--- src/include/pipe_macros.svh ---
// Data widths, instruction field positions, data RAM depth and multiply length
`ifndef PIPE_MACROS_SVH
`define PIPE_MACROS_SVH

`define PIPE_XLEN        32  // Data path width
`define PIPE_REG_AW      5   // Register address width
`define PIPE_PC_W        10  // Instruction word address width

`define PIPE_OP_HI       31
`define PIPE_OP_LO       28
`define PIPE_RD_HI       27
`define PIPE_RD_LO       23
`define PIPE_RS1_HI      22
`define PIPE_RS1_LO      18
`define PIPE_RS2_HI      17
`define PIPE_RS2_LO      13
`define PIPE_IMM_HI      12  // Signed immediate down to bit 0

`define PIPE_DMEM_WORDS  16
`define PIPE_MUL_CYCLES  4   // Execute occupancy of one multiply

`endif

--- src/pipe_pkg.sv ---
// Opcode and forwarding-select types of the pipeline
`default_nettype none

package pipe_pkg;

    // Codes 12 to 15 are unused and act as NOP
    typedef enum logic [3:0] {
        OP_NOP  = 4'd0,
        OP_ADD  = 4'd1,
        OP_SUB  = 4'd2,
        OP_AND  = 4'd3,
        OP_OR   = 4'd4,
        OP_XOR  = 4'd5,
        OP_ADDI = 4'd6,
        OP_MUL  = 4'd7,
        OP_LW   = 4'd8,
        OP_SW   = 4'd9,
        OP_BEQ  = 4'd10,
        OP_BNE  = 4'd11
    } opcode_e;

    typedef enum logic [1:0] {
        FWD_NONE = 2'd0,  // Register file value
        FWD_EXE  = 2'd1,  // Result of the execute stage
        FWD_WB   = 2'd2   // Write-back value
    } fwd_sel_e;

endpackage

`default_nettype wire

--- src/decode_stage.sv ---
// Decode stage: field split, register file, forwarding muxes and decode/execute register
`timescale 1ns/1ps
`default_nettype none
`include "pipe_macros.svh"

module decode_stage (
    input  wire                      clk_i,
    input  wire                      rst_i,
    input  wire [31:0]               if_instr_i,
    input  wire [`PIPE_PC_W-1:0]     if_pc_i,
    input  wire                      if_valid_i,
    input  wire                      front_stall_i,
    input  wire                      front_flush_i,
    input  wire                      exe_stall_i,
    input  pipe_pkg::fwd_sel_e       fwd_sel_a_i,
    input  pipe_pkg::fwd_sel_e       fwd_sel_b_i,
    input  wire [`PIPE_XLEN-1:0]     ex_result_i,
    input  wire [`PIPE_XLEN-1:0]     wb_data_i,
    input  wire                      wb_we_i,
    input  wire [`PIPE_REG_AW-1:0]   wb_rd_i,
    output logic [`PIPE_REG_AW-1:0]  rs1_o,
    output logic [`PIPE_REG_AW-1:0]  rs2_o,
    output pipe_pkg::opcode_e        id_op_o,
    output logic [`PIPE_REG_AW-1:0]  id_rd_o,
    output logic [`PIPE_XLEN-1:0]    id_a_o,
    output logic [`PIPE_XLEN-1:0]    id_b_o,
    output logic [`PIPE_XLEN-1:0]    id_imm_o,
    output logic [`PIPE_PC_W-1:0]    id_pc_o,
    output logic                     id_valid_o
);

    localparam int NREGS = 1 << `PIPE_REG_AW;

    logic [`PIPE_XLEN-1:0] regs [NREGS];
    logic [`PIPE_XLEN-1:0] rf_a;
    logic [`PIPE_XLEN-1:0] rf_b;
    logic [`PIPE_XLEN-1:0] imm;

    function automatic logic [`PIPE_XLEN-1:0] fwd_mux(input pipe_pkg::fwd_sel_e sel,
                                                      input logic [`PIPE_XLEN-1:0] rf_val,
                                                      input logic [`PIPE_XLEN-1:0] exe_val,
                                                      input logic [`PIPE_XLEN-1:0] wb_val);
        case (sel)
            pipe_pkg::FWD_EXE: fwd_mux = exe_val;
            pipe_pkg::FWD_WB:  fwd_mux = wb_val;
            default:           fwd_mux = rf_val;
        endcase
    endfunction

    // An empty slot asks for nothing
    assign rs1_o = if_valid_i ? if_instr_i[`PIPE_RS1_HI:`PIPE_RS1_LO] : '0;
    assign rs2_o = if_valid_i ? if_instr_i[`PIPE_RS2_HI:`PIPE_RS2_LO] : '0;

    assign rf_a = (rs1_o == '0) ? '0 : regs[rs1_o];
    assign rf_b = (rs2_o == '0) ? '0 : regs[rs2_o];
    assign imm  = {{(`PIPE_XLEN - `PIPE_IMM_HI - 1){if_instr_i[`PIPE_IMM_HI]}},
                   if_instr_i[`PIPE_IMM_HI:0]};

    // Written at the edge that ends writeback
    always_ff @(posedge clk_i) begin
        if (rst_i) begin
            for (int i = 0; i < NREGS; i++) begin
                regs[i] <= '0;
            end
        end else if (wb_we_i && (wb_rd_i != '0)) begin
            regs[wb_rd_i] <= wb_data_i;
        end
    end

    always_ff @(posedge clk_i) begin
        if (rst_i) begin
            id_valid_o <= 1'b0;
        end else if (!exe_stall_i) begin
            id_valid_o <= if_valid_i && !front_stall_i && !front_flush_i;  // Bubble on stall
        end
    end

    always_ff @(posedge clk_i) begin
        if (!exe_stall_i) begin
            id_op_o  <= pipe_pkg::opcode_e'(if_instr_i[`PIPE_OP_HI:`PIPE_OP_LO]);
            id_rd_o  <= if_instr_i[`PIPE_RD_HI:`PIPE_RD_LO];
            id_a_o   <= fwd_mux(fwd_sel_a_i, rf_a, ex_result_i, wb_data_i);
            id_b_o   <= fwd_mux(fwd_sel_b_i, rf_b, ex_result_i, wb_data_i);
            id_imm_o <= imm;
            id_pc_o  <= if_pc_i;
        end
    end

endmodule

`default_nettype wire

--- config.mk ---
export PLATFORM = sky130hd
export DESIGN_NAME = decode_stage
export DESIGN_NICKNAME = d
export VERILOG_FILES = /design/src/pipe_pkg.sv /design/src/decode_stage.sv
export VERILOG_INCLUDE_DIRS = /design/src /design/src/include
export SDC_FILE = /design/constraint.sdc
export NUM_CORES = 2
export LEC_CHECK = 0
export ABC_CLOCK_PERIOD_IN_PS = 2300
export BUFFER_PORTS_ARGS = -buffer_cell sky130_fd_sc_hd__clkbuf_2
export CAP_MARGIN = 20
export CORE_UTILIZATION = 55
export CTS_CLUSTER_SIZE = 20
export DETAILED_ROUTE_END_ITERATION = 7
export PLACE_DENSITY = 0.76
export SLEW_MARGIN = 20
export SYNTH_ARGS = -nofsm -noshare
export SYNTH_HDL_FRONTEND = slang
export SYNTH_SLANG_ARGS = --single-unit
export TNS_END_PERCENT = 10
--- constraint.sdc ---
create_clock -name clk_i -period 2.3 [get_ports clk_i]
set_input_delay 0 -clock clk_i [delete_from_list [all_inputs] [get_ports clk_i]]
set_output_delay 0 -clock clk_i [all_outputs]
set_load 0.005 [all_outputs]
# Word level (Yosys, flattened, before mapping)
# Memories as Yosys holds them, arrays and structs flattened.
# Index checks and enable logic that the tools add are counted.
# op_classes
n_mux,14
n_reduce_logical,9
n_eq_ne,4
# op_table
operator,n
$pmux 32 s2,2
$mux 32,3
$reduce_or 32->1,1
$mux 5,3
$logic_not 5->1,2
$mux 1,6
$reduce_bool 5->1,1
$eq 2x1->1 const B,2
$eq 2x2->1 const B,2
$logic_and 1x1->1,3
$logic_not 1->1,2
# word_totals
ff_bits,97
in_bits,122
ram_bits,1024
memories,1
elab_cells,35
out_inout_bits,126
# memory_table
name,words,width,rd,rd_ports_with_merged_regs,wr,line_no,rtl
regs,32,32,2,0,32,decode_stage.sv:34,logic [`PIPE_XLEN-1:0] regs [NREGS];

# Longest topological paths before layout
# depth
word_depth,7
depth_mapped,10
mapped_depth_nobuf,7

# Worst setup path before layout
# Ideal clock, no wire load.
# synth_path
kind,in2reg
startpoint,input port exe_stall_i
endpoint,"register id_a_o[0], enable pin"
arrival_time_ns,1.857
path_buffers,0
setup_time_ns,0.449
path_stages,1
slack_ns,-0.006
required_time_ns,1.851
path_cell_list,inv_1
# synth_rtl
element,line_no,rtl
"start, declared",decode_stage.sv:14,"input wire exe_stall_i,"
"end signal, assigned",decode_stage.sv:82,"id_a_o <= fwd_mux(fwd_sel_a_i, rf_a, ex_result_i, wb_data_i);"
"end, declared",decode_stage.sv:25,"output logic [`PIPE_XLEN-1:0] id_a_o,"
# No word-level cell between the ends.

==> flow_metrics.py <==
metrics = {
    "status": {
        "run_status": "finished, final reports clean",
    },
    "detailed_routing": {
        "drt_iter0_drc": 8164,
        "dr.pass1.iters": 8,
        "wirelength_um": 237000,
        "drc": 0,
        "viasPerCell": 7.10,
        "vias": 47600,
        "drtAntennaViolNets": 0,
        "wl_per_cell_um": 35.4,
    },
    "logic_synthesis": {
        "synth-compound-area-share": 0.102,
        "synthCells": 4795,
        "yosys-top-cells-area": "edfxtp_1 56%, and2_1 10%, mux2i_1 4.9%",
        "syn_area_per_cell_um2": 12.4,
        "synth-async-reset-ratio": 0,
        "ys_warn_count": 0,
        "synth_mux_area_frac": 0.135,
        "synth_top_cell_by_area": "edfxtp_1",
        "synth_top_family_by_area": "simple AND/OR/NAND/NOR gates",
        "ys_ff_latch": 1118,
        "synth_cell_type_count": 73,
        "synth_fa_ha_area_frac": 0.000841,
        "synth_top_area_frac": 0.563,
        "yosys.area_share.simple": 0.154,
        "synth_edf_count": 1117,
        "synthXorXnorAreaFrac": 0,
        "syn_area_mm2": 0.0595,
        "yosys_most_used_dff": "edfxtp_1",
        "yosysSeqAreaShare": 0.564,
    },
    "setup_path": {
        "critical_path_class": "flip-flop to flip-flop",
        "critPathLaunchType": "flip-flop",
        "crit_required_ps": 2770,
        "cp-end-kind": "flip-flop",
        "crit_fanout": 2,
        "r2r_start": "regs[26][29]$_SDFFCE_PN0P_",
        "cp.arrival_ps": 2760,
        "cp-startpoint": "regs[26][29]$_SDFFCE_PN0P_",
    },
    "timing": {
        "skew_ps": 42.0,
        "final_max_slew_viol_count": 0,
        "fmax_ghz": 0.436,
        "setup_viol": 0,
        "hold_viol": 0,
        "worstMarginPinSlew_ps": 840,
        "whs_ps": 59.0,
        "fin_crit_sh": 0.998,
        "min_period_ps": 2300,
        "slew_headroom": 0.434,
        "tns_ps": 0,
        "grt_setup_unrepaired": "false",
    },
    "power": {
        "intPower_mw": 36.6,
        "seqPwrFrac": 0.490,
        "switching_power_mw": 13.1,
        "power.share.combinational": 0.134,
        "ir_drop_mv": 0.699,
        "power-per-cell-area_mw_per_mm2": 714,
        "p_leak_nw": 25.5,
        "finalPower_mw": 49.7,
        "sw_frac_of_total": 0.264,
        "p_clk_frac": 0.376,
    },
    "placed_design": {
        "gp_congestion": 1.00,
        "dp_hpwl_um": 151000,
        "dpl_cell_area_mm2": 0.0648,
        "dpl.cell_count": 6363,
        "port-buffer-count": 247,
    },
    "cells_and_area": {
        "fin_area_mm2": 0.0696,
        "stdcell_count": 6699,
        "drive_gt1_frac": 0.236,
        "nNetsFinal": 5313,
        "syn2layout_area_growth_pct": 16.9,
    },
    "clock_network": {
        "cts_buffers": 115,
        "clk_pin_slew_ps": 70,
        "clockBufferDepth": 3,
        "cts_tree": "done",
        "cts_post_setup_buffers_inserted": 0,
        "root_buffer": "clkbuf_16",
        "clock_latency_ps": 730,
        "htree_levels": 3,
        "cts.sinks": 1118,
    },
    "run": {
        "max-cap-violations": 0,
    },
    "grt": {
        "grt_pass1_wl_um": 330000,
        "grt_max_degree": 97,
        "grt-ovfl-total": 0,
        "grtUsageTotal": 0.427,
        "grt_pass1_vias": 46300,
        "antenna_found_initial": 14,
    },
    "die": {
        "start_util": 0.555,
        "design.die.area_mm2": 0.110,
        "row_count": 120,
        "ioPinCount": 248,
        "die_w_um": 331,
        "die_h_um": 331,
        "core_area_mm2": 0.107,
    },
    "worst_hold_path": {
        "min-delay-path-class": "input pin to flip-flop",
        "hp-start": "if_instr_i[22]",
    },
}
-- synthesized netlist by cell type, drive strengths merged, types with 32 or more instances --
cell type	n
a2111oi	36
a211oi	47
a21oi	90
a22oi	112
a32oi	45
and2	995
buf	187
clkbuf	316
edfxtp	1117
inv	47
mux2	232
mux2i	290
mux4	113
nand2	263
nand3	87
nor2	213
o2111ai	36
o21ai	88
o221ai	68
o22ai	110
o32ai	32
or2	34
-- path summary, 6_finish.rpt --
check,slack (ps),endpoint,depth (start not counted)
setup / recovery,4,id_b_o[29]$_DFFE_PN_,5
hold / removal,60,id_a_o[24]$_DFFE_PN_,6
setup reg to reg,4,id_b_o[29]$_DFFE_PN_,5
hold reg to reg,820,id_b_o[4]$_DFFE_PN_,4
-- cell usage in the layout, fill, tap and decap left out, drive strengths merged, types with 110 or more instances in the layout --
cell	count
buf	400
o22ai	110
mux4	113
mux2	232
mux2i	290
and2	995
dlygate4sd3	110
edfxtp	1117
clkbuf	382
a22oi	112
nand2	263
nor2	213
-- power groups by stage --
stage | registers [mW] | logic [mW] | clock network, mW
global route | 24.4 | 6.79 | 19.3
CTS | 24.3 | 6.36 | 18.6
detailed placement | 24.7 | 6.18 | 0
global placement | 24.6 | 6.11 | 0
finish | 24.3 | 6.67 | 18.7
floorplan | 24.5 | 3.32 | 0
-- cell families (layout without fill, tap and decap cells) --
group	after synthesis	after routing
fa+ha+maj	4	4
flops	1118	1118
mux	635	635
simple gates	1666	1666
buf+inv	552	1014
other cells	1	40
compound gates	819	819
-- stage by stage --
stage	utilization	setup WS (ps)
after global routing	0.649	21.0
after detailed placement	0.604	-69.9
final	0.649	4.49
after floorplan	-	548
after CTS	0.649	106
after global placement	0.604	-110
-- state kept, by name, summed over array words and instances (netlist names) --
name        count
id_a_o         32
id_b_o         32
id_imm_o       13
id_op_o         4
id_pc_o        10
id_rd_o         5
id_valid_o      1
regs         1021
-- critical path, stage by stage, from the launching register on --
cell      delay, ps
edfxtp_1        460
mux4_2          500
nor2_1          180
o21ai_0         330
buf_4           270
a221o_1         310
-- layer usage --
| layer | track usage | vias up | share of wire |
|---|---|---|---|
| met5 | 0.00217 | - | 0.00037 |
| met4 | 0.277 | 10 | 0.078 |
| met3 | 0.159 | 1122 | 0.16 |
| met2 | 0.621 | 4535 | 0.42 |
| met1 | 0.538 | 23100 | 0.34 |
| li1 | - | 18800 | - |
-- cell type report --
| class | count | area, um^2 |
|---|---|---|
| inverter | 49 | 193 |
| clock inverter | 73 | 669 |
| fill | 7875 | 37600 |
| tap | 1403 | 1760 |
| multi-input combinational | 3153 | 23800 |
| antenna | 11 | 27.5 |
| sequential | 1118 | 33600 |
| clock buffer | 142 | 3000 |
| timing repair buffer | 750 | 6620 |
-- repair_timing --
action	4_1_cts	5_1_grt
gates resized for setup	0	1
hold buffers	110	0
endpoints found under the setup margin	0	1
hold endpoints to repair	324	0
No activity file was read; power rests on OpenSTA's default activity.
