===== src/include/pipe_macros.svh =====
// Data widths, instruction field positions, data RAM depth and multiply length
`ifndef PIPE_MACROS_SVH
`define PIPE_MACROS_SVH

`define PIPE_XLEN        32  // Data path width
`define PIPE_REG_AW      5   // Register address width
`define PIPE_PC_W        10  // Instruction word address width

`define PIPE_OP_HI       31
`define PIPE_OP_LO       28
`define PIPE_RD_HI       27
`define PIPE_RD_LO       23
`define PIPE_RS1_HI      22
`define PIPE_RS1_LO      18
`define PIPE_RS2_HI      17
`define PIPE_RS2_LO      13
`define PIPE_IMM_HI      12  // Signed immediate down to bit 0

`define PIPE_DMEM_WORDS  16
`define PIPE_MUL_CYCLES  4   // Execute occupancy of one multiply

`endif


===== src/pipe_pkg.sv =====
// Opcode and forwarding-select types of the pipeline
`default_nettype none

package pipe_pkg;

    // Codes 12 to 15 are unused and act as NOP
    typedef enum logic [3:0] {
        OP_NOP  = 4'd0,
        OP_ADD  = 4'd1,
        OP_SUB  = 4'd2,
        OP_AND  = 4'd3,
        OP_OR   = 4'd4,
        OP_XOR  = 4'd5,
        OP_ADDI = 4'd6,
        OP_MUL  = 4'd7,
        OP_LW   = 4'd8,
        OP_SW   = 4'd9,
        OP_BEQ  = 4'd10,
        OP_BNE  = 4'd11
    } opcode_e;

    typedef enum logic [1:0] {
        FWD_NONE = 2'd0,  // Register file value
        FWD_EXE  = 2'd1,  // Result of the execute stage
        FWD_WB   = 2'd2   // Write-back value
    } fwd_sel_e;

endpackage

`default_nettype wire


===== src/execute_stage.sv =====
// Execute stage: ALU, multi-cycle multiply, branch resolution and execute/writeback register
`timescale 1ns/1ps
`default_nettype none
`include "pipe_macros.svh"

module execute_stage (
    input  wire                      clk_i,
    input  wire                      rst_i,
    input  pipe_pkg::opcode_e        id_op_i,
    input  wire [`PIPE_REG_AW-1:0]   id_rd_i,
    input  wire [`PIPE_XLEN-1:0]     id_a_i,
    input  wire [`PIPE_XLEN-1:0]     id_b_i,
    input  wire [`PIPE_XLEN-1:0]     id_imm_i,
    input  wire [`PIPE_PC_W-1:0]     id_pc_i,
    input  wire                      id_valid_i,
    input  wire                      exe_stall_i,
    output logic [`PIPE_REG_AW-1:0]  ex_rd_o,
    output logic                     ex_writes_o,
    output logic                     ex_fwd_invalid_o,
    output logic                     ex_ready_o,
    output logic [`PIPE_XLEN-1:0]    ex_result_o,
    output logic                     ex_mispredict_o,
    output logic [`PIPE_PC_W-1:0]    redirect_pc_o,
    output pipe_pkg::opcode_e        ex_wb_op_o,
    output logic [`PIPE_REG_AW-1:0]  ex_wb_rd_o,
    output logic [`PIPE_XLEN-1:0]    ex_wb_res_o,
    output logic [`PIPE_XLEN-1:0]    ex_wb_sdata_o,
    output logic                     ex_wb_valid_o
);

    localparam int CW = $clog2(`PIPE_MUL_CYCLES);

    logic [CW-1:0]           cnt_q;     // Multiply cycles already spent
    logic [`PIPE_XLEN-1:0]   mul_a_q;
    logic [`PIPE_XLEN-1:0]   mul_b_q;
    logic [`PIPE_REG_AW-1:0] mul_rd_q;
    logic                    busy;
    logic                    cur_valid;
    pipe_pkg::opcode_e       cur_op;
    logic [`PIPE_XLEN-1:0]   product;
    logic                    taken;

    // A running multiply owns the stage, decode keeps feeding bubbles meanwhile
    assign busy      = (cnt_q != '0);
    assign cur_op    = busy ? pipe_pkg::OP_MUL : id_op_i;
    assign cur_valid = busy || id_valid_i;
    assign ex_rd_o   = busy ? mul_rd_q : id_rd_i;
    assign product   = busy ? (mul_a_q * mul_b_q) : (id_a_i * id_b_i);  // Low word kept

    assign ex_ready_o = !(cur_valid && (cur_op == pipe_pkg::OP_MUL) &&
                          (cnt_q != CW'(`PIPE_MUL_CYCLES - 1)));
    assign ex_fwd_invalid_o = cur_valid && (cur_op == pipe_pkg::OP_LW);

    always_comb begin
        ex_result_o = id_a_i + id_imm_i;  // Address for loads and stores
        ex_writes_o = cur_valid;
        case (cur_op)
            pipe_pkg::OP_ADD:  ex_result_o = id_a_i + id_b_i;
            pipe_pkg::OP_SUB:  ex_result_o = id_a_i - id_b_i;
            pipe_pkg::OP_AND:  ex_result_o = id_a_i & id_b_i;
            pipe_pkg::OP_OR:   ex_result_o = id_a_i | id_b_i;
            pipe_pkg::OP_XOR:  ex_result_o = id_a_i ^ id_b_i;
            pipe_pkg::OP_ADDI: ex_result_o = id_a_i + id_imm_i;
            pipe_pkg::OP_LW:   ex_result_o = id_a_i + id_imm_i;
            pipe_pkg::OP_MUL:  ex_result_o = product;
            default:           ex_writes_o = 1'b0;  // SW, branches, NOP
        endcase
    end

    // Not-taken prediction, so every taken branch redirects
    assign taken = ((cur_op == pipe_pkg::OP_BEQ) && (id_a_i == id_b_i)) ||
                   ((cur_op == pipe_pkg::OP_BNE) && (id_a_i != id_b_i));
    assign ex_mispredict_o = cur_valid && taken && !exe_stall_i;
    assign redirect_pc_o   = id_pc_i + `PIPE_PC_W'(1) + id_imm_i[`PIPE_PC_W-1:0];

    always_ff @(posedge clk_i) begin
        if (rst_i) begin
            cnt_q         <= '0;
            ex_wb_valid_o <= 1'b0;
        end else if (exe_stall_i) begin
            ex_wb_valid_o <= 1'b0;  // Held here, bubble downstream
        end else begin
            ex_wb_valid_o <= ex_ready_o && (ex_writes_o ||
                             (cur_valid && (cur_op == pipe_pkg::OP_SW)));
            if (cur_valid && (cur_op == pipe_pkg::OP_MUL)) begin
                cnt_q <= ex_ready_o ? '0 : cnt_q + CW'(1);
            end
        end
    end

    always_ff @(posedge clk_i) begin
        if (!exe_stall_i) begin
            ex_wb_op_o    <= cur_op;
            ex_wb_rd_o    <= ex_rd_o;
            ex_wb_res_o   <= ex_result_o;
            ex_wb_sdata_o <= id_b_i;
            if (!busy) begin
                mul_a_q  <= id_a_i;  // Operands for a starting multiply
                mul_b_q  <= id_b_i;
                mul_rd_q <= id_rd_i;
            end
        end
    end

endmodule

`default_nettype wire


===== config.mk =====
export PLATFORM = sky130hd
export DESIGN_NAME = execute_stage
export DESIGN_NICKNAME = d
export VERILOG_FILES = /design/src/pipe_pkg.sv /design/src/execute_stage.sv
export VERILOG_INCLUDE_DIRS = /design/src /design/src/include
export SDC_FILE = /design/constraint.sdc
export NUM_CORES = 2
export LEC_CHECK = 0
export BUFFER_PORTS_ARGS = -buffer_cell sky130_fd_sc_hd__buf_2
export CAP_MARGIN = 10
export CORE_MARGIN = 3
export CORE_UTILIZATION = 59
export DETAILED_ROUTE_END_ITERATION = 10
export MAX_ROUTING_LAYER = met4
export PLACE_DENSITY = 0.81
export SKIP_LAST_GASP = 1
export SLEW_MARGIN = 20
export SYNTH_ARGS = -nofsm -noshare
export SYNTH_HDL_FRONTEND = slang
export SYNTH_SLANG_ARGS = --single-unit

===== constraint.sdc =====
create_clock -name clk_i -period 7.05 [get_ports clk_i]
set_input_delay 0.3525 -clock clk_i [delete_from_list [all_inputs] [get_ports clk_i]]
set_output_delay 0.3525 -clock clk_i [all_outputs]
set_load 0.005 [all_outputs]

After elaboration in Yosys (flattened, before gate mapping)
Index checks and enable logic that the tools add are counted.
- multiplexer cells: 6
- equal/unequal tests: 14
- add/sub/neg operators: 6
- multipliers: 2
- bitwise gates (word level): 5
- reduce and logical (&&, ||, !) cells: 19
- operator list (operator ; count):
    one-hot mux 32 bit (6 select lines) ; 1
    adder 32 bit ; 2
    multiplier 32 x 32 -> 32 bit ; 2
    AND 32 bit ; 1
    == test 32 bit ; 1
    2-to-1 mux 32 bit ; 1
    inequality test 32 bit ; 1
    bitwise OR 32 bit ; 1
    subtractor 32 bit ; 1
    XOR 32 bit ; 1
    == test 4 x 3 -> 1 bit (second input constant) ; 4
    == test 4 bit (second input constant) ; 4
    adder 10 x 1 -> 10 bit (second input constant) ; 1
    adder 10 bit ; 1
    logical AND 1 bit ; 9
    == test 4 x 2 -> 1 bit (second input constant) ; 2
    OR reduction 8 bit ; 1
    2-to-1 mux 5 bit ; 1
    == test 4 x 1 -> 1 bit (second input constant) ; 1
    2-to-1 mux 4 bit ; 1
    AND reduction 2 bit ; 2
    logical OR 1 bit ; 3
    adder 2 x 1 -> 2 bit (second input constant) ; 1
    logical NOT 1 bit ; 2
    other kinds (6) ; 7
- input bits: 119
- logic and storage cells: 60
- flip-flop bits (word level): 140
- output and inout bits: 125

Depth between registers and ports, before layout
- word-level depth: 7
- gate-level depth with buffers: 30
- mapped depth without buffers: 27

Least setup slack after synthesis
No wires, ideal clock.
- path type: in2out
- start: in id_b_i[2]
- end: out ex_result_o[30]
- slack: -702 ps
- buffers on the path: 2
- stages: 25
- required time: 6698 ps
- data arrival time: 7399 ps
- cells stage by stage: clkbuf_1 > inv_1 > clkbuf_1 > nor2_1 > fa_1 > inv_1 > fa_1 > fa_1 > fa_1 > inv_1 > fa_1 > fa_1 > fa_1 > fa_1 > ha_1 > a21oi_4 > o21ai_1 > a2111oi_0 > or4b_4 > a31o_1 > a21oi_2 > nor2b_1 > mux2i_1 > nor3b_2 > a32oi_1
- longest elaborated chain between the ends: 3
- elaborated cells between the ends (all ways): 5
- those cells by class: add/sub (2); mul (1); mux (2)
- RTL lines (what ; line ; source):
    start: declaration ; execute_stage.sv:12 ; input wire [`PIPE_XLEN-1:0] id_b_i,
    multiplier 32 x 32 -> 32 bit ; execute_stage.sv:48 ; assign product = busy ? (mul_a_q * mul_b_q) : (id_a_i * id_b_i);
    2-to-1 mux 32 bit ; execute_stage.sv:48 ;
    one-hot mux 32 bit (6 select lines) * ; execute_stage.sv:57 ; case (cur_op)
    end: declaration ; execute_stage.sv:21 ; output logic [`PIPE_XLEN-1:0] ex_result_o,
Every way passes the cells marked *; elsewhere a longest branch is shown, timed or not.

Worst setup path after layout
- start: reg mul_a_q[17]
- end: out ex_result_o[31]
- longest elaborated chain between the ends: 3
- RTL lines (what ; line ; source):
    start: declaration ; execute_stage.sv:34 ; logic [`PIPE_XLEN-1:0] mul_a_q;
    start signal: assignment ; execute_stage.sv:98 ; mul_a_q <= id_a_i;
    multiplier 32 x 32 -> 32 bit ; execute_stage.sv:48 ;
    2-to-1 mux 32 bit ; execute_stage.sv:48 ;
    one-hot mux 32 bit (6 select lines) ; execute_stage.sv:57 ;
Every way passes these cells.

==> results.py <==
metrics = {
    "outcome": {
        "outcome": "finished with violations",
        "violations": "negative setup slack",
    },
    "min_path": {
        "hold_class": "in -> reg",
    },
    "floorplan": {
        "coreArea_um2": 68700,
        "dieArea_um2": 72800,
        "initial_utilization_pct": 59.7,
        "die_h_um": 270,
        "die_w_um": 270,
        "rows": 96,
        "io_pins": 244,
    },
    "timing": {
        "finalHoldViolCount": 0,
        "fin_crit_sh_pct": 121,
        "period_minus_slack_ns": 8.51,
        "relSlewSlack_pct": 13.3,
        "fin_ws_ns": -1.46,
        "tns_ns": -30.15,
        "finalSetupViolations": 39,
        "finClkSkew_ns": 0.0226,
        "timing.hold.ws_ns": 0.0731,
        "rsz0062_at_grt": "true",
        "slew_violations": 0,
        "tightest_slew_ns": 1.29,
        "max_freq_mhz": 118,
    },
    "synthesis": {
        "syn_area_per_cell_um2": 9.05,
        "ys_types": 84,
        "synthMuxAreaShare_pct": 0.311,
        "ys_warn_count": 0,
        "synth_fp_nets": 5857,
        "yosys_register_bits": 140,
        "synth_compound_area_share_pct": 8.04,
        "syn-cell-area_um2": 41000,
        "synth-simple-area-share_pct": 15.3,
        "yosys_most_used_dff": "edfxtp_1",
        "synthAdderAreaFrac_pct": 51.6,
        "syn-instance-count": 4536,
        "synth_top_family_by_area": "adder cells",
        "synth_xor_area_share_pct": 4.67,
        "synth_edf_count": 137,
        "ys_async_sr_fraction_pct": 0,
        "ys_seq_area_share_pct": 10.2,
    },
    "placement": {
        "hpwl_mm": 125,
        "gp_congestion": 1.08,
        "io_buffers": 243,
    },
    "route": {
        "wirelength_mm": 166,
        "num_vias": 38435,
        "routed_via_density": 6.19,
        "firstDrtPassIters": 8,
        "drt_iter0_drc": 5135,
        "ant_nets": 0,
        "routedWlPerCell_um": 26.7,
        "drc": 0,
    },
    "cells_and_area": {
        "layout_common_cells": "inv_1, fa_1, buf_4",
        "areaGrowthSynthToFinish_pct": 22.6,
        "drive_gt1_share_pct": 23.6,
        "final_common_cell": "inv_1",
        "fin_nets": 6569,
    },
    "critical_path": {
        "path_class": "reg -> out",
        "end_kind": "output pin",
        "max_stage_delay_ns": 0.76,
        "cpMaxStageDelayCell": "fa_1",
        "path_delay_family": "adder cells",
        "path_common_cell": "fa_1",
        "startpoint_type": "register",
        "rrSetupSlack_ns": -0.72,
        "arrival_ns": 8.16,
        "cp.required_ns": 6.70,
        "crit_fanout": 4,
        "path_buf_inv": 5,
    },
    "clocking": {
        "clkTransAtPathRegs_ns": 0.07,
        "cts_sinks": 140,
        "insertion_delay_ns": 0.48,
        "cts_tree": "built",
        "cts_buffer_depth": 2,
        "cts_buffers": 17,
        "cts_hold_buf": 0,
        "htree_levels": 4,
        "clock-root-buffer": "clkbuf_16",
    },
    "global_route": {
        "grt_usage_pct": 43.8,
        "grt_max_degree": 65,
        "grt_pass1_vias": 39670,
        "antenna_found_initial": 14,
        "grt_pass1_wl_mm": 232,
        "overflow": 0,
    },
    "flow_run": {
        "maxCapViolCount": 0,
    },
}
[cell families after synthesis]
family          count (synthesis)
compound gates                504
xor+xnor                      219
fa+ha+maj                    1202
buf+inv                      1080
flops                         140
mux                            12
simple gates                 1379
[stage by stage]
stage | setup WS [ns] | std cells | instance area, µm² | utilization (%)
floorplan | -0.0657 | 4536 | 41600 | -
global placement | -0.913 | 6089 | 47500 | 69.2
detailed placement | -1.03 | 6089 | 47500 | 69.2
CTS | -0.963 | 6149 | 49100 | 71.5
global route | -1.53 | 6204 | 50300 | 73.2
finish | -1.46 | 6208 | 50300 | 73.2
[sequential cells by signal (all words and copies together) (netlist names)]
name and flops:
ex_wb_res_o 32, ex_wb_sdata_o 32, mul_a_q 32, mul_b_q 32
mul_rd_q 5, ex_wb_op_o 4, cnt_q 2, ex_wb_valid_o 1
[path summary, 6_finish.rpt]
check	start	to	depth (start not counted)
max reg2reg	mul_a_q[17]	ex_wb_res_o[31]	24
max	mul_a_q[17]	ex_result_o[31]	25
min	rst_i	cnt_q[1]	2
min reg2reg	cnt_q[1]	cnt_q[1]	2
[layout make-up]
| cell class | count | area [µm²] |
|---|---|---|
| tap | 931 | 1160 |
| multi-input combinational | 3316 | 34300 |
| sequential | 140 | 4170 |
| antenna | 16 | 40.0 |
| inverter | 882 | 3370 |
| timing repair buffer | 891 | 6660 |
| clock inverter | 15 | 215 |
| clock buffer | 17 | 425 |
| fill | 4617 | 18400 |
[synthesized netlist by cell type, types with 11 or more instances]
library cell,count,area share (%)
nand2_1,544,5.0
fa_1,819,40
edfxtp_1,137,10
inv_1,862,7.9
nor3_1,27,0.33
nor2b_1,17,0.26
o21ai_0,101,1.2
a31oi_1,12,0.18
a211oi_1,20,0.37
clkinv_1,15,0.14
nor4_1,13,0.20
xor2_1,62,1.3
and2_1,314,4.8
buf_1,22,0.20
o211ai_1,19,0.35
a21o_1,32,0.59
o21bai_1,25,0.46
and3_1,11,0.17
ha_1,383,12
o21ai_1,17,0.21
nor2_1,385,3.5
a221oi_1,12,0.26
o31ai_1,12,0.22
o21a_1,14,0.26
xnor2_1,157,3.4
nand3_1,23,0.28
clkbuf_1,175,1.6
a21oi_1,141,1.7
nand2b_1,12,0.18
[routing by layer]
metal  global-route usage, %  part of all wire, %  up-vias
met1                    52.1                   32    18477
li1                        -                    -    15382
met2                    66.5                   43     3380
met3                    11.2                   14     1196
met5                       -                    0        -
met4                    28.5                   10        0
[repair_timing]
item | 4_1_cts | 5_1_grt
setup endpoints to repair | 36 | 39
resized for setup | 150 | 195
hold endpoints to repair | 0 | 0
pin swaps | 72 | 160
cloned | 1 | 2
setup buffers | 30 | 50
Power is not shown: default switching activity piles up to over one toggle a cycle in this logic, so the estimate is an artifact.
