### config.mk
export PLATFORM = sky130hd
export DESIGN_NAME = hazard_control
export DESIGN_NICKNAME = d
export VERILOG_FILES = /design/src/pipe_pkg.sv /design/src/hazard_control.sv
export VERILOG_INCLUDE_DIRS = /design/src /design/src/include
export SDC_FILE = /design/constraint.sdc
export NUM_CORES = 1
export LEC_CHECK = 0
export BUFFER_PORTS_ARGS = -buffer_cell sky130_fd_sc_hd__buf_2
export CORE_AREA = 3 3 40 42
export CTS_CLUSTER_DIAMETER = 150
export CTS_CLUSTER_SIZE = 30
export DETAILED_ROUTE_END_ITERATION = 16
export DIE_AREA = 0 0 43 45
export SLEW_MARGIN = 20
export SYNTH_ARGS = -nofsm -noshare
export SYNTH_HDL_FRONTEND = slang
export SYNTH_SLANG_ARGS = --single-unit
### constraint.sdc
create_clock -name clk_i -period 1.2 [get_ports clk_i]
set_input_delay 0.06 -clock clk_i [delete_from_list [all_inputs] [get_ports clk_i]]
set_output_delay 0.06 -clock clk_i [all_outputs]
set_load 0.02 [all_outputs]
### src/include/pipe_macros.svh
// Data widths, instruction field positions, data RAM depth and multiply length
`ifndef PIPE_MACROS_SVH
`define PIPE_MACROS_SVH

`define PIPE_XLEN        32  // Data path width
`define PIPE_REG_AW      5   // Register address width
`define PIPE_PC_W        10  // Instruction word address width

`define PIPE_OP_HI       31
`define PIPE_OP_LO       28
`define PIPE_RD_HI       27
`define PIPE_RD_LO       23
`define PIPE_RS1_HI      22
`define PIPE_RS1_LO      18
`define PIPE_RS2_HI      17
`define PIPE_RS2_LO      13
`define PIPE_IMM_HI      12  // Signed immediate down to bit 0

`define PIPE_DMEM_WORDS  16
`define PIPE_MUL_CYCLES  4   // Execute occupancy of one multiply

`endif

### src/pipe_pkg.sv
// Opcode and forwarding-select types of the pipeline
`default_nettype none

package pipe_pkg;

    // Codes 12 to 15 are unused and act as NOP
    typedef enum logic [3:0] {
        OP_NOP  = 4'd0,
        OP_ADD  = 4'd1,
        OP_SUB  = 4'd2,
        OP_AND  = 4'd3,
        OP_OR   = 4'd4,
        OP_XOR  = 4'd5,
        OP_ADDI = 4'd6,
        OP_MUL  = 4'd7,
        OP_LW   = 4'd8,
        OP_SW   = 4'd9,
        OP_BEQ  = 4'd10,
        OP_BNE  = 4'd11
    } opcode_e;

    typedef enum logic [1:0] {
        FWD_NONE = 2'd0,  // Register file value
        FWD_EXE  = 2'd1,  // Result of the execute stage
        FWD_WB   = 2'd2   // Write-back value
    } fwd_sel_e;

endpackage

`default_nettype wire

### src/hazard_control.sv
// Hazard unit: forwarding select, load-use and multiply stalls, flush generation
`timescale 1ns/1ps
`default_nettype none
`include "pipe_macros.svh"

module hazard_control (
    input  wire                     clk_i,
    input  wire                     rst_i,
    input  wire                     fetch_ready_i,
    input  wire                     ex_mispredict_i,
    input  wire [`PIPE_REG_AW-1:0]  rs1_i,
    input  wire [`PIPE_REG_AW-1:0]  rs2_i,
    input  wire [`PIPE_REG_AW-1:0]  ex_rd_i,
    input  wire                     ex_writes_i,
    input  wire                     ex_fwd_invalid_i,
    input  wire                     ex_ready_i,
    input  wire [`PIPE_REG_AW-1:0]  wb_rd_i,
    input  wire                     wb_we_i,
    output pipe_pkg::fwd_sel_e      fwd_sel_a_o,
    output pipe_pkg::fwd_sel_e      fwd_sel_b_o,
    output logic                    front_stall_o,
    output logic                    front_flush_o,
    output logic                    exe_stall_o
);

    logic start_q;       // First cycle after reset
    logic stall_done_q;  // Load-use bubble already inserted
    logic load_use;

    function automatic pipe_pkg::fwd_sel_e pick(input logic [`PIPE_REG_AW-1:0] rs,
                                                input logic [`PIPE_REG_AW-1:0] exe_rd,
                                                input logic exe_ok,
                                                input logic [`PIPE_REG_AW-1:0] wb_rd,
                                                input logic wb_ok);
        if ((rs != '0) && exe_ok && (rs == exe_rd)) begin
            pick = pipe_pkg::FWD_EXE;
        end else if ((rs != '0) && wb_ok && (rs == wb_rd)) begin
            pick = pipe_pkg::FWD_WB;
        end else begin
            pick = pipe_pkg::FWD_NONE;
        end
    endfunction

    always_comb begin
        fwd_sel_a_o = pick(rs1_i, ex_rd_i, ex_writes_i && !ex_fwd_invalid_i, wb_rd_i, wb_we_i);
        fwd_sel_b_o = pick(rs2_i, ex_rd_i, ex_writes_i && !ex_fwd_invalid_i, wb_rd_i, wb_we_i);
    end

    // Load result exists only in writeback
    assign load_use = ex_writes_i && ex_fwd_invalid_i && (ex_rd_i != '0) &&
                      ((rs1_i == ex_rd_i) || (rs2_i == ex_rd_i));

    assign front_stall_o = !ex_ready_i || !fetch_ready_i || (load_use && !stall_done_q);
    assign exe_stall_o   = !fetch_ready_i;
    assign front_flush_o = start_q || ex_mispredict_i;

    always_ff @(posedge clk_i) begin
        if (rst_i) begin
            start_q      <= 1'b1;
            stall_done_q <= 1'b0;
        end else begin
            start_q <= 1'b0;
            if (!exe_stall_o) begin
                stall_done_q <= !stall_done_q && load_use;  // Counts only a taken bubble
            end
        end
    end

endmodule

`default_nettype wire

Word-level counts from Yosys, hierarchy flattened

Index checks and enable logic that the tools add are counted.

Equal/unequal tests: 4
Order comparisons: 0
Add/sub/neg operators: 0
Shifts and indexed selects: 0
Bitwise operators: 0
Div/mod/pow operators: 0
Multiplexer cells: 5
Reductions and logical operators: 24
$mul: 0

Operators with widths:

| cell                | count |
|---|---|
| $eq A5 B5 Y1        | 4 |
| $reduce_bool A5 Y1  | 3 |
| $logic_and A1 B1 Y1 | 13 |
| $mux W2             | 4 |
| $logic_not A1 Y1    | 4 |
| $logic_or A1 B1 Y1  | 4 |
| $mux W1             | 1 |

Bits in registers: 2
Bits in writable memories: 0
Memory bits (read-only): 0
Memories kept: 0
Output and inout port bits: 7
Word-level logic and storage cells: 35
Bits in latches: 0

Depth between registers and ports, before layout

Gate-level depths: netlist of the first run.

Depth after elaboration: 5
Gate-level depth with buffers: 5

Least setup slack after synthesis of the first run

No wires, ideal clock.

Path kind: input to output
Start point: input port rs2_i[0]
End point: output port fwd_sel_b_o[1]
Cell stages on the path: 3
Path buffers: 0
Path slack: 0.100 ns
Data arrival time: 1.040 ns
Cell sequence: xor2_1 -> or4_1 -> a21oi_1

Word-level cells in the longest chain between the ends: 5
Elaborated cells on any way between the ends: 9
Classes of those cells: eq/ne: 2; mux: 2; reduce/logical: 5

Ends and longest elaborated chain:

| element                           | line                                       | text |
|---|---|---|
| start, declared                   | hazard_control.sv:12                       | `` input wire [`PIPE_REG_AW-1:0] rs2_i, `` |
| $reduce_bool A5 Y1                | hazard_control.sv:35, hazard_control.sv:37 |  |
| $logic_and A1 B1 Y1 (2 in series) | hazard_control.sv:37                       | `end else if ((rs != '0) && wb_ok && (rs == wb_rd)) begin` |
| $mux W2                           | hazard_control.sv:37                       |  |
| $mux W2 (*)                       | hazard_control.sv:35                       | `if ((rs != '0) && exe_ok && (rs == exe_rd)) begin` |
| end, declared                     | hazard_control.sv:20                       | `output pipe_pkg::fwd_sel_e fwd_sel_b_o,` |

Every way passes the cells marked *; elsewhere a longest branch is shown, timed or not.

Worst setup path in the final report of the first run

Start point: input port rs1_i[2]
End point: output port fwd_sel_a_o[1]

Word-level cells in the longest chain between the ends: 5
Elaborated cells on any way between the ends: 9
Classes of those cells: eq/ne: 2; mux: 2; reduce/logical: 5

Ends and longest elaborated chain:

| element                           | line                                       | text |
|---|---|---|
| start, declared                   | hazard_control.sv:11                       | `` input wire [`PIPE_REG_AW-1:0] rs1_i, `` |
| $reduce_bool A5 Y1                | hazard_control.sv:35, hazard_control.sv:37 |  |
| $logic_and A1 B1 Y1 (2 in series) | hazard_control.sv:37                       |  |
| $mux W2                           | hazard_control.sv:37                       |  |
| $mux W2 (*)                       | hazard_control.sv:35                       |  |
| end, declared                     | hazard_control.sv:19                       | `output pipe_pkg::fwd_sel_e fwd_sel_a_o,` |

Marked as above.

==> metrics.cfg, run 1 <==
[setup_path]
required_ns=1.14
crit_type=primary input to output pin
crit_buf_inv=2
start_kind=primary input
slowest_stage=or4_4
slowest_delay_ns=0.55
path_cells=buf_8, or4_4, nand2_4, a2111oi_4, and4_1, buf_6
ff2ff_setup_slack_ns=0.31
cp_top_family=simple AND/OR/NAND/NOR gates
cp_data_arrival_time_ns=1.20
worst_setup_path_end_kind=output pin
crit_fanout=2

[logic_synthesis]
synthArstFlopShare_pct=0
synth-edff-count=0
syn-num-nets=81
postSynthAreaPerCell_um2=7.248
synth_area_leader_cell=xnor2_1
seq_area_frac_synth_pct=10.42
syn_area_um2=384.1
synth-seq-cells=2
synth_top_area_share_pct=22.80
syn_inst=53
ys.flop_type=dfxtp_1
ys_warn_count=0
yosysUniqueCellTypes=20
netlist_top_cells_area=xnor2_1 23%, xor2_1 21%, dfxtp_1 10%

[routing]
drt_wl_total_mm=1.651
drtAntennaViolNets=0
post_drt_wl_per_cell_um=13.87
viasPerCell=5.050
vias=601
drt-initial-drc-count=9
first_pass_iters=4
drc=0

[floorplan]
dieArea_um2=1935
pin_count=35
fp.coreArea_um2=1285
die_height_um=45
die_w_um=43
start_util_pct=29.89
num_rows=13

[clock_network]
cts_buffer_depth=2
path_clk_slew_ns=0.03
clock-root-buffer=clkbuf_4
cts.htree.levels=1
clk_latency_ns=0.22
tritoncts=done
numCtsBuffers=3
clkSinkCount=2

[sta]
slew_viol_final=0
clock_skew_ns=0
post-route-period-util_pct=105.3
relSlewSlack_pct=80.41
hold_ws_ns=0.1432
clock.fmax_ghz=0.7915
finalCriticalPeriod_ns=1.263
tightest_slew_ns=0.2917
finalSetupViolCount=2
hold_viol_final=0
worst_slack_ns=-0.06341
rsz0062_at_grt=yes

[global_routing]
grt_pass1_vias=598
antenna_found_initial=0
globalRouteOverflowTotal=0
met2_usage_pct=27.84
grt_pass1_wl_mm=2.359
grt_max_degree=5
grt_util_met3_pct=5.976
grt_use_met1_pct=16.99
gr-usage-all-layers_pct=16.11
busiest_layer=met2

[pwr]
max-vdd-ir-drop_uv=392.2
p_leak_uw=0.0004178
power_density_nw_per_um2=553.1

[cells_and_area]
final_nets=134
fin_area_um2=912.1
final_cell_mix=18 x buf_2, 15 x buf_4, 13 x buf_6
final_common_cell=buf_2
seq_area_um2=40.04
multiInputGateArea_um2=452.9
drive_gt1_share_pct=66.35
diodes=0
syn2layout_area_growth_pct=137.5
filler_cell_count=100

[outcome]
violations=setup timing
outcome=finished with violations

[place]
gp_congestion=0.7833
dpl_cell_area_um2=648.1
portBuffers=34
dpl.hpwl_mm=1.045

[run]
maxCapViolations=0

[hold_path]
hold_path_class=primary input to flop

## sequential cells by signal (all words and copies together) (netlist names)
| signal | flops |
|---|---|
| stall_done_q | 1 |
| start_q | 1 |
## timing repair
action | CTS | global route
hold endpoints to repair | 1 | 0
cloned | 0 | 0
pin swaps | 7 | 14
hold buffers | 1 | 0
setup endpoints to repair | 4 | 5
resized for setup | 12 | 38
buffers inserted | 2 | 1
## per-stage QoR
| step | setup slack (ns) | setup TNS [ns] | utilization [%] | total power (µW) | instances |
|---|---|---|---|---|---|
| 6_report | -0.06341 | -0.08060 | 70.98 | 504.5 | 119 |
| 5_1_grt | -0.1239 | -0.2888 | 70.98 | 541.1 | 119 |
| 4_1_cts | 0.001264 | 0 | 58.13 | 443.2 | 118 |
| 3_5_place_dp | -0.07163 | -0.1818 | 50.44 | 263.3 | 112 |
| 3_3_place_gp | -0.05562 | -0.1144 | 50.44 | 261.0 | 112 |
| 2_1_floorplan | 0.09994 | 0 | - | 152.4 | 53 |
## report_power, final
| group | switching (µW) | internal (µW) | total [µW] |
|---|---|---|---|
| Sequential | 0.598 | 69.1 | 69.7 |
| Clock | 39.5 | 110 | 150 |
| Combinational | 128 | 157 | 285 |
| Total | 168 | 336 | 505 |
## path summary, 6_finish.rpt
check,from,end,cells past startpoint
max,rs1_i[2],fwd_sel_a_o[1],6
min reg2reg,stall_done_q,stall_done_q,2
min,fetch_ready_i,stall_done_q,4
max reg2reg,stall_done_q,stall_done_q,3
## Yosys cell counts (2+ instances only)
cell and instances:
a21oi_1 2, dfxtp_1 2, nand2_1 6, nand3_1 3
nor2_1 6, nor3_1 2, or4_1 2, xnor2_1 10
xor2_1 9
## per-layer routing
metal,vias up,part of all wire [%],wire length (µm)
li1,287,-,-
met1,277,33,551
met2,33,57,936
met3,4,8.2,135
met4,0,1.6,27
met5,-,0,0
## cell families (layout without fill, tap and decap cells)
| kind of cell | Yosys count | count (layout) | synth area share [%] |
|---|---|---|---|
| AO/OA/AOI/OAI | 6 | 6 | 10.42 |
| XOR/XNOR | 19 | 19 | 43.32 |
| buffers and inverters | 1 | 52 | 0.9763 |
| AND/OR/NAND/NOR | 25 | 25 | 34.85 |
| flip-flops | 2 | 2 | 10.42 |
## area by class of cell
class	instances	share of cell area, %
flip-flops and latches	2	4.390
inverters	1	0.4115
repair buffers	48	41.02
multi-input cells	50	49.66
clock buffers	3	2.469
well taps	15	2.058
## worst min-delay path, cell delays in order
cell and delay, ns:
buf_2 0.09, inv_1 0.04, nand2_1 0.06, a21oi_1 0.06
Note: power is estimated with default switching activity, not from simulation.
==> run 2: changes to the inputs <==
--- a/config.mk
+++ b/config.mk
@@ -16,3 +16,4 @@
 export SYNTH_ARGS = -nofsm -noshare
 export SYNTH_HDL_FRONTEND = slang
 export SYNTH_SLANG_ARGS = --single-unit
+export TNS_END_PERCENT = 50
==> metrics.cfg, run 2 (synthesized netlist as in run 1, its figures left out) <==
[sta]
worst_slack_ns=-0.04611
post-route-period-util_pct=103.8
hold_viol_final=0
clock_skew_ns=0
relSlewSlack_pct=79.73
finalSetupViolCount=1
clock.fmax_ghz=0.8025
rsz0062_at_grt=yes
finalCriticalPeriod_ns=1.246
tightest_slew_ns=0.3017
slew_viol_final=0

[run]
maxCapViolations=0

[global_routing]
grt_pass1_vias=594
grt_max_degree=5
grt_pass1_wl_mm=2.339
gr-usage-all-layers_pct=15.95
globalRouteOverflowTotal=0
antenna_found_initial=0

[setup_path]
crit_type=primary input to output pin
required_ns=1.14
start_kind=primary input
crit_fanout=2
slowest_delay_ns=0.55
cp_data_arrival_time_ns=1.19
path_cells=buf_8, or4_4, nand2_4, a2111oi_4, and4_1, buf_6
slowest_stage=or4_4
cp_top_family=simple AND/OR/NAND/NOR gates
worst_setup_path_end_kind=output pin
ff2ff_setup_slack_ns=0.31
crit_buf_inv=2

[clock_network]
cts.htree.levels=1
clock-root-buffer=clkbuf_4
clkSinkCount=2
path_clk_slew_ns=0.03
clk_latency_ns=0.22
numCtsBuffers=3
tritoncts=done
cts_buffer_depth=2

[place]
portBuffers=34
gp_congestion=0.7833
dpl.hpwl_mm=1.045
dpl_cell_area_um2=648.1

[hold_path]
hold_path_class=primary input to flop

[cells_and_area]
fin_area_um2=870.8
syn2layout_area_growth_pct=126.7
final_cell_mix=21 x buf_2, 14 x buf_4, 10 x buf_6
top_regs=stall_done_q (1), start_q (1)
drive_gt1_share_pct=63.11
final_nets=133
diodes=0
final_common_cell=buf_2
post-route-util_pct=67.77

[routing]
drt-initial-drc-count=11
first_pass_iters=4
post_drt_wl_per_cell_um=12.88
drc=0
drt_wl_total_mm=1.520
vias=599
drtAntennaViolNets=0
viasPerCell=5.076

[floorplan]
die_height_um=45
dieArea_um2=1935
die_w_um=43
fp.coreArea_um2=1285
pin_count=35
start_util_pct=29.89
num_rows=13

[pwr]
max-vdd-ir-drop_uv=385.7
p_leak_uw=0.0004032
power_density_nw_per_um2=560.8

[outcome]
violations=setup timing
outcome=finished with violations

-- run 2: area by class of cell --
class / count / area (µm²)
tap: 15 / 18.77
timing repair buffer: 47 / 347.8
clock buffer: 3 / 22.52
inverter: 1 / 3.754
multi-input combinational: 50 / 437.9
fill: 103 / 414.1
sequential: 2 / 40.04
-- run 2: layer usage --
layer  vias to the layer above  global-route usage (%)  part of all wire, %
met1                       268                   16.75                   33
met2                        39                   27.54                   54
li1                        286                       -                    -
met5                         -                       0                    0
met4                         0                   9.036                  3.2
met3                         6                   5.976                  9.9
-- run 2: repair_timing --
item | CTS | global route
hold endpoints to repair | 1 | 0
resized for setup | 12 | 27
setup endpoints to repair | 4 | 5
buffers inserted | 1 | 1
hold buffers | 1 | 0
pin swaps | 7 | 11
-- run 2: final timing paths --
| path | start | end | depth (start not counted) |
|---|---|---|---|
| max reg2reg | stall_done_q | stall_done_q | 3 |
| min reg2reg | stall_done_q | stall_done_q | 2 |
| min | fetch_ready_i | stall_done_q | 4 |
| max | rs1_i[2] | fwd_sel_a_o[1] | 6 |
-- run 2: tightest hold or removal path: cells and delay by family --
kind / cells / cell delay [ns]
AO/OA/AOI/OAI: 1 / 0.06
buffers and inverters: 2 / 0.13
AND/OR/NAND/NOR: 1 / 0.06
-- run 2: power breakdown --
part / total [µW] / switching, µW / internal (µW) / leakage (µW)
logic: 270 / 122 / 148 / 0.000373
clock network: 149 / 38.3 / 110 / 0.0000138
registers: 69.7 / 0.596 / 69.1 / 0.0000165
-- run 2: stage by stage --
stage	hold slack [ns]	total power, µW	setup WS (ns)	TNS [ns]	std cells
finish	0.1443	488.4	-0.04611	-0.04611	118
CTS	0.1402	442.5	0.001264	0	117
detailed placement	0.1798	263.3	-0.07163	-0.1818	112
floorplan	0.08772	152.4	0.09994	0	53
global placement	0.1801	261.0	-0.05562	-0.1144	112
global route	0.1520	527.0	-0.07519	-0.2812	118
